**config.mk**
```make
export PLATFORM = sky130hd
export DESIGN_NAME = dsp_cfg_regs
export DESIGN_NICKNAME = d
export VERILOG_FILES = /design/src/source/dsp_pkg.sv /design/src/source/dsp_cfg_regs.sv
export SDC_FILE = /design/constraint.sdc
export NUM_CORES = 1
export LEC_CHECK = 0
export CAP_MARGIN = 25
export CORE_MARGIN = 2
export CORE_UTILIZATION = 50
export CTS_CLUSTER_SIZE = 25
export DETAILED_ROUTE_END_ITERATION = 7
export DONT_BUFFER_PORTS = 1
export HOLD_SLACK_MARGIN = 0.1
export SYNTH_ARGS = -nofsm -noshare
export SYNTH_HDL_FRONTEND = slang
export SYNTH_SLANG_ARGS = --single-unit
```
**constraint.sdc**
```tcl
create_clock -name clk -period 1.5 [get_ports clk]
set_input_delay 0 -clock clk [delete_from_list [all_inputs] [get_ports clk]]
set_output_delay 0 -clock clk [all_outputs]
set_load 0.02 [all_outputs]
```
**src/source/dsp_pkg.sv**
```systemverilog
`default_nettype none

package dsp_pkg;

    // Word geometry
    localparam int LANES   = 4;
    localparam int CODE_W  = 8;
    localparam int ALIGN_W = 2;

    // Feed-forward equalizer
    localparam int FFE_TAPS    = 3;
    localparam int WEIGHT_W    = 8;
    localparam int FFE_OUT_W   = 18;
    localparam int SHIFT_W     = 4;
    localparam int TRUNC_SHIFT = FFE_OUT_W - CODE_W;
    localparam int THRESH_W    = 18;

    // Channel estimate and error
    localparam int CHAN_TAPS = 3;
    localparam int CHAN_W    = 8;
    localparam int EST_W     = 10;
    localparam int ERR_W     = 11;
    localparam int DET_RES_W = ERR_W + 2;
    localparam int DET_SQ_W  = 2 * DET_RES_W;

    localparam int CFG_ADDR_W = 4;
    localparam int CFG_DATA_W = 18;

    // Pipeline depths counted from the ADC input register
    localparam int CORE_LATENCY = 6;
    localparam int ADC_DLY      = CORE_LATENCY - 2;
    localparam int FFE_DLY      = CORE_LATENCY - 1;
    localparam int BITS_DLY     = CORE_LATENCY - 3;
    localparam int EST_DLY      = CORE_LATENCY - 4;
    localparam int ERR_DLY      = CORE_LATENCY - 5;

    typedef enum logic [CFG_ADDR_W-1:0] {
        CFG_W0         = 4'd0,
        CFG_W1         = 4'd1,
        CFG_W2         = 4'd2,
        CFG_FFE_SHIFT  = 4'd3,
        CFG_THRESH     = 4'd4,
        CFG_H0         = 4'd5,
        CFG_H1         = 4'd6,
        CFG_H2         = 4'd7,
        CFG_CHAN_SHIFT = 4'd8,
        CFG_ALIGN      = 4'd9
    } cfg_reg_e;

    typedef enum logic [1:0] {
        SD_NONE      = 2'd0,
        SD_FLIP_CUR  = 2'd1,
        SD_FLIP_PAIR = 2'd2
    } sd_flag_e;

endpackage

`default_nettype wire

```
**src/source/dsp_cfg_regs.sv**
```systemverilog
`timescale 1ns/1ns
`default_nettype none

module dsp_cfg_regs
    import dsp_pkg::*;
(
    input  logic                       clk,
    input  logic                       rst_n_i,
    input  logic                       cfg_wr_i,
    input  logic [CFG_ADDR_W-1:0]      cfg_addr_i,
    input  logic [CFG_DATA_W-1:0]      cfg_data_i,
    output logic signed [WEIGHT_W-1:0] weights_o [FFE_TAPS],
    output logic [SHIFT_W-1:0]         ffe_shift_o,
    output logic signed [THRESH_W-1:0] thresh_o,
    output logic signed [CHAN_W-1:0]   chan_taps_o [CHAN_TAPS],
    output logic [SHIFT_W-1:0]         chan_shift_o,
    output logic [ALIGN_W-1:0]         align_pos_o
);

    always_ff @(posedge clk) begin
        if (!rst_n_i) begin
            weights_o    <= '{default: '0};
            ffe_shift_o  <= '0;
            thresh_o     <= '0;
            chan_taps_o  <= '{default: '0};
            chan_shift_o <= '0;
            align_pos_o  <= '0;
        end else if (cfg_wr_i) begin
            // Each field keeps the low bits of the data word
            case (cfg_reg_e'(cfg_addr_i))
                CFG_W0:         weights_o[0]   <= cfg_data_i[WEIGHT_W-1:0];
                CFG_W1:         weights_o[1]   <= cfg_data_i[WEIGHT_W-1:0];
                CFG_W2:         weights_o[2]   <= cfg_data_i[WEIGHT_W-1:0];
                CFG_FFE_SHIFT:  ffe_shift_o    <= cfg_data_i[SHIFT_W-1:0];
                CFG_THRESH:     thresh_o       <= cfg_data_i[THRESH_W-1:0];
                CFG_H0:         chan_taps_o[0] <= cfg_data_i[CHAN_W-1:0];
                CFG_H1:         chan_taps_o[1] <= cfg_data_i[CHAN_W-1:0];
                CFG_H2:         chan_taps_o[2] <= cfg_data_i[CHAN_W-1:0];
                CFG_CHAN_SHIFT: chan_shift_o   <= cfg_data_i[SHIFT_W-1:0];
                CFG_ALIGN:      align_pos_o    <= cfg_data_i[ALIGN_W-1:0];
                default: begin
                end
            endcase
        end
    end

    // Aligner window is only two words wide
    a_align_write_range: assert property (
        @(posedge clk) disable iff (!rst_n_i)
        (cfg_wr_i && cfg_addr_i == CFG_ALIGN) |-> (cfg_data_i < LANES)
    ) else $error("align position write out of range");

endmodule

`default_nettype wire

```
==> flow_summary.yaml, run 1 <==
job:
  maxCapViolCount: 0
cells_and_area:
  drive_above_1_share_pct: 7.93
  syn_to_final_growth_pct: 27.8
  n_fill_cell: 435
  nets: 348
  final_common_cell: "nand2_1"
  fin_util_pct: 66.1
  most-common-layout-cells: "95 x nand2_1, 76 x mux2i_1, 76 x dfxtp_1"
  diodes: 0
  multi_input_area_sq_um: 1250
  fin_area_sq_um: 3640
  seqCellArea_sq_um: 1520
  final_cells: 400
timing:
  post-route-period-util_pct: 95.7
  rsz0062_at_grt: "false"
  timing.final.ws_setup_ns: 0.0648
  skew_ns: 0
  setup_violations: 0
  tns_ns: 0
  slew_headroom_pct: 65.3
  period_minus_slack_ns: 1.44
  slew_viol_final: 0
  hold_violations: 0
  fmaxAchievable_ghz: 0.697
  tightest_slew_ns: 0.519
drt:
  num_vias: 2073
  drtIter0Drc: 91
  routed_wl_mm: 7.04
  wl_per_cell_um: 17.6
  first_pass_iters: 4
  drc: 0
  final_antenna_net_count: 0
  viasPerCell: 5.18
power:
  power.share.switching_pct: 21.1
  p_comb_share_pct: 5.4
  internal_power_w: 0.00334
  p_sw_w: 0.000896
  p_seq_share_pct: 49.4
  power_density_nw_per_um2: 1160
  p_leak_nw: 1.45
  p_clk_share_pct: 45.2
  ir_worst_vdd_v: 0.000670
worst_setup_path:
  path_cells: "dlygate4sd3_1 -> buf_16 -> nand2_1 -> mux2i_1 -> dlygate4sd3_1"
  regToRegSetupSlack_ns: 0.19
  crit_buf_inv: 3
  crit_path_end_kind: "register"
  reg2reg_to: "weights_o[8]$_SDFFE_PN0P_"
  crit_required_ns: 1.79
  r2r_start: "weights_o[8]$_SDFFE_PN0P_"
  crit_arrival_ns: 1.72
  cp.depth: 5
  crit_fanout: 66
  critPathMostFrequentCell: "dlygate4sd3_1"
  crit_path_end: "weights_o[8]$_SDFFE_PN0P_"
  critPathKind: "in -> reg"
  worstSetupStartpoint: "rst_n_i"
  r2r_cells: 3
  critPathLaunchType: "primary input"
  cp_slowest_cell: "dlygate4sd3_1"
  slowest_delay_ns: 0.63
  crit_family: "buffers and inverters"
place:
  dp_cells: 336
  gp_congestion: 0.691
  dp_slack_ns: 0.379
  numPortBuffers: 0
  hpwl_mm: 3.98
  place_area_sq_um: 2890
clocking:
  clkLatencyLatePin_ns: 0.33
  cts_tree: "yes"
  h-tree-depth: 3
  cts.sinks: 76
  clk_path_buf_depth: 2
  clock-root-buffer: "clkbuf_8"
  clkTransAtPathRegs_ns: 0.08
  cts_buffers: 9
global_routing:
  grt_max_degree: 67
  antenna_found_initial: 0
  grt_first_pass_wirelength_mm: 11.2
  overflow: 0
  grtUsageTotal_pct: 23.5
  grt_pass1_vias: 2117
synth:
  synth_fa_ha_area_share_pct: 0
  synth.avg_cell_area_sq_um: 10.3
  synth_cells: 277
  syn_area_sq_um: 2850
  ys_seq_area_share_pct: 53.4
  synth_xor_area_share_pct: 0
  synth_seq_cells: 76
  ys_top_cells_by_area: "dfxtp_1 53%, mux2i_1 27%, nand2_1 13%, nor2_4 0.79%, buf_2 0.70%"
  synth.net_count: 302
  ys_warn_count: 0
  yosys.area_share.simple_pct: 17.1
  synth_top_area_share_pct: 53.4
  synthMuxAreaShare_pct: 26.7
  yosys.area.top_type: "dfxtp_1"
  synth_top_family_by_area: "multiplexers"
  yosys.cell_types.count: 20
  synth_compound_area_share_pct: 0
floorplan:
  rows: 27
  die_h_um: 79.5
  io_pins: 101
  die_x_um: 79.5
  core_area_sq_um: 5510
  die-area_sq_um: 6320
  start_util_pct: 51.8
min_path:
  hold_class: "in -> reg"
run_status:
  status: "completed"
[power groups by stage]
stage                     sequential, W  clock (W)  combinational, W
after global placement          0.00214          0          0.000117
after floorplan                 0.00213          0          0.000120
after detailed placement        0.00214          0          0.000119
after CTS                       0.00209    0.00195          0.000221
after global routing            0.00210    0.00203          0.000248
final                           0.00209    0.00192          0.000229
[tightest hold or removal path: cells and delay by family]
family | cells | cell delay, ns
multiplexers | 1 | 0.11
AND/OR/NAND/NOR | 2 | 0.27
[flip-flops by register name, summed over array words and instances (netlist names)]
signal,cells
chan_taps_o,24
thresh_o,18
ffe_shift_o,4
chan_shift_o,4
weights_o,24
align_pos_o,2
[synth_stat cells]
master    count
and3_1        1
dfxtp_1      76
nor2_1        1
buf_2         4
nand3b_1      2
buf_6         1
mux2i_1      76
nor3b_2       1
nor3_2        1
nand3b_4      1
buf_4         2
and4bb_2      1
nand2_2       1
nand4b_1      1
nand2b_1      1
nor3b_1       1
buf_1         4
clkbuf_1      5
nor2_4        2
nand2_1      95
[through the flow]
| stage | hold WS [ns] | power (W) |
|---|---|---|
| global placement | 0.146 | 0.00226 |
| global route | 0.103 | 0.00437 |
| CTS | 0.0171 | 0.00426 |
| finish | 0.0759 | 0.00424 |
| floorplan | 0.142 | 0.00225 |
| detailed placement | 0.153 | 0.00226 |
[cells by family after synthesis]
| logic type | Yosys count |
|---|---|
| flops | 76 |
| buf+inv | 16 |
| mux | 76 |
| simple gates | 109 |
[metal layers]
metal  vias up  wire length [um]  track usage (%)
li1       1006                 -                -
met1       988              3080             29.3
met2        66              3260             37.0
met3        13               567             7.69
met4         0               133             10.2
met5         -                 0                0
[worst min-delay path by stage]
| stage | start | to | slack, ns | cells past startpoint |
|---|---|---|---|---|
| 6_report | cfg_addr_i[2] | weights_o[17]$_SDFFE_PN0P_ | 0.08 | 3 |
| 5_1_grt | cfg_addr_i[2] | weights_o[21]$_SDFFE_PN0P_ | 0.10 | 3 |
| 4_1_cts | cfg_addr_i[3] | chan_shift_o[1]$_SDFFE_PN0P_ | 0.02 | 2 |
| 3_5_place_dp | cfg_data_i[11] | thresh_o[11]$_SDFFE_PN0P_ | 0.15 | 2 |
| 3_3_place_gp | cfg_data_i[12] | thresh_o[12]$_SDFFE_PN0P_ | 0.15 | 2 |
| 2_1_floorplan | cfg_data_i[10] | thresh_o[10]$_SDFFE_PN0P_ | 0.14 | 2 |
[area by class of cell]
type / instances / share of cell area, %
tap: 72 / 2.47
sequential: 76 / 41.8
clock buffer: 12 / 4.26
clock inverter: 4 / 2.61
timing repair buffer: 51 / 14.4
multi-input combinational: 185 / 34.5
[timing repair]
item	4_1_cts	5_1_grt
hold buffers	46	2
buffers inserted	0	0
endpoints found under the hold margin	76	22
setup endpoints to repair	0	2
resized for setup	0	2
Note: power is estimated with default switching activity, not from simulation.
==> run 2, diff against run 1 <==
--- a/config.mk
+++ b/config.mk
@@ -12,6 +12,7 @@
 export DETAILED_ROUTE_END_ITERATION = 7
 export DONT_BUFFER_PORTS = 1
 export HOLD_SLACK_MARGIN = 0.1
+export MAX_ROUTING_LAYER = met4
 export SYNTH_ARGS = -nofsm -noshare
 export SYNTH_HDL_FRONTEND = slang
 export SYNTH_SLANG_ARGS = --single-unit
==> run 2 against run 1 <==
Compared with the run above:
- clock skew is the same
- worst hold slack gained 0.0022 ns
- total power shrank 0.12%
- routed wire length shrank 0.41%
- combinational power is essentially flat
- sequential share of layout area is the same
- largest cell class unchanged
==> flow_summary.yaml, run 2 (same netlist as run 1, synthesis figures left out) <==
run_status:
  status: "completed"
drt:
  drtIter0Drc: 97
  final_antenna_net_count: 0
  drc: 0
  wl_per_cell_um: 17.5
  viasPerCell: 5.19
  routed_wl_mm: 7.01
  first_pass_iters: 4
  num_vias: 2077
timing:
  rsz0062_at_grt: "false"
  timing.final.ws_setup_ns: 0.0619
  hold_slack_ns: 0.0781
  hold_violations: 0
  tightest_slew_ns: 0.515
  post-route-period-util_pct: 95.9
  tns_ns: 0
  slew_headroom_pct: 65.5
  skew_ns: 0
  fmaxAchievable_ghz: 0.695
  slew_viol_final: 0
  setup_violations: 0
  period_minus_slack_ns: 1.44
worst_setup_path:
  crit_arrival_ns: 1.73
  slowest_delay_ns: 0.63
  crit_path_end: "weights_o[8]$_SDFFE_PN0P_"
  cp.depth: 5
  worstSetupStartpoint: "rst_n_i"
  critPathKind: "in -> reg"
  r2r_cells: 3
  crit_fanout: 66
  critPathMostFrequentCell: "dlygate4sd3_1"
  crit_family: "buffers and inverters"
  crit_path_end_kind: "register"
  crit_buf_inv: 3
  regToRegSetupSlack_ns: 0.19
  path_cells: "dlygate4sd3_1 -> buf_16 -> nand2_1 -> mux2i_1 -> dlygate4sd3_1"
  reg2reg_to: "weights_o[8]$_SDFFE_PN0P_"
  r2r_start: "weights_o[8]$_SDFFE_PN0P_"
  cp_slowest_cell: "dlygate4sd3_1"
  crit_required_ns: 1.79
  critPathLaunchType: "primary input"
floorplan:
  rows: 27
  core_area_sq_um: 5510
  die_h_um: 79.5
  start_util_pct: 51.8
  io_pins: 101
  die-area_sq_um: 6320
  die_x_um: 79.5
clocking:
  clkLatencyLatePin_ns: 0.33
  cts_tree: "yes"
  clkTransAtPathRegs_ns: 0.08
  cts_buffers: 9
  cts.sinks: 76
  clock-root-buffer: "clkbuf_8"
  clk_path_buf_depth: 2
  h-tree-depth: 3
cells_and_area:
  multi_input_area_sq_um: 1250
  drive_above_1_share_pct: 7.93
  fin_util_pct: 66.1
  syn_to_final_growth_pct: 27.8
  fin_area_sq_um: 3640
  n_fill_cell: 435
  final_common_cell: "nand2_1"
  most-common-layout-cells: "95 x nand2_1, 76 x mux2i_1, 76 x dfxtp_1"
  reg_top3: "chan_taps_o: 24 flops, weights_o: 24 flops, thresh_o: 18 flops"
  nets: 348
  seqCellArea_sq_um: 1520
  diodes: 0
global_routing:
  antenna_found_initial: 0
  grt_first_pass_wirelength_mm: 11.2
  grt_max_degree: 67
  grt_pass1_vias: 2124
  grtUsageTotal_pct: 24.2
  overflow: 0
job:
  maxCapViolCount: 0
power:
  power_density_nw_per_um2: 1160
  p_leak_nw: 1.45
  ir_worst_vdd_v: 0.000670
place:
  place_area_sq_um: 2890
  gp_congestion: 0.699
  numPortBuffers: 0
  dp_slack_ns: 0.379
  hpwl_mm: 3.98
min_path:
  hold_class: "in -> reg"
[run 2: cell counts in the layout (fill, tap and decap cells not counted)]
No cell type changed its count.
[run 2: how the worst min path moves through the flow]
stage	startpoint	to	slack, ns	depth (start not counted)
after floorplan	cfg_data_i[10]	thresh_o[10]$_SDFFE_PN0P_	0.14	2
after global placement	cfg_data_i[12]	thresh_o[12]$_SDFFE_PN0P_	0.15	2
after detailed placement	cfg_data_i[11]	thresh_o[11]$_SDFFE_PN0P_	0.15	2
after CTS	cfg_addr_i[3]	chan_shift_o[1]$_SDFFE_PN0P_	0.02	2
after global routing	cfg_addr_i[2]	weights_o[21]$_SDFFE_PN0P_	0.10	3
final	cfg_addr_i[2]	weights_o[17]$_SDFFE_PN0P_	0.08	3
[run 2: report_power, final]
group	total (W)	switching, W	internal, W
logic	0.000229	0.000123	0.000106
registers	0.00209	0.0000502	0.00204
clock network	0.00191	0.000718	0.00120
[run 2: final cells by class]
cell class | count | area share [%]
timing repair buffer | 51 | 14.4
multi-input combinational | 185 | 34.5
sequential | 76 | 41.8
clock inverter | 4 | 2.61
clock buffer | 12 | 4.26
tap | 72 | 2.47
[run 2: per-stage QoR]
step                instances  total power, W
CTS                       398         0.00426
global route              400         0.00438
detailed placement        336         0.00226
floorplan                 277         0.00225
finish                    400         0.00423
global placement          336         0.00226
[run 2: worst reg2reg max path, cell delays in order (launching register included)]
cell and delay, ns:
dfxtp_1 0.46, nand2_1 0.10, mux2i_1 0.14, dlygate4sd3_1 0.56
[run 2: per-layer routing]
layer | global-route usage, % | up-vias | part of all wire [%]
li1 | - | 1009 | -
met1 | 30.3 | 990 | 44
met2 | 36.8 | 66 | 47
met3 | 6.67 | 12 | 7.3
met4 | 10.2 | 0 | 1.5
met5 | - | - | 0
[run 2: what timing repair did]
| action | 4_1_cts | 5_1_grt |
|---|---|---|
| gates resized for setup | 0 | 2 |
| hold buffers | 46 | 2 |
| setup endpoints to repair | 0 | 2 |
| hold endpoints to repair | 76 | 22 |
| buffers inserted | 0 | 0 |
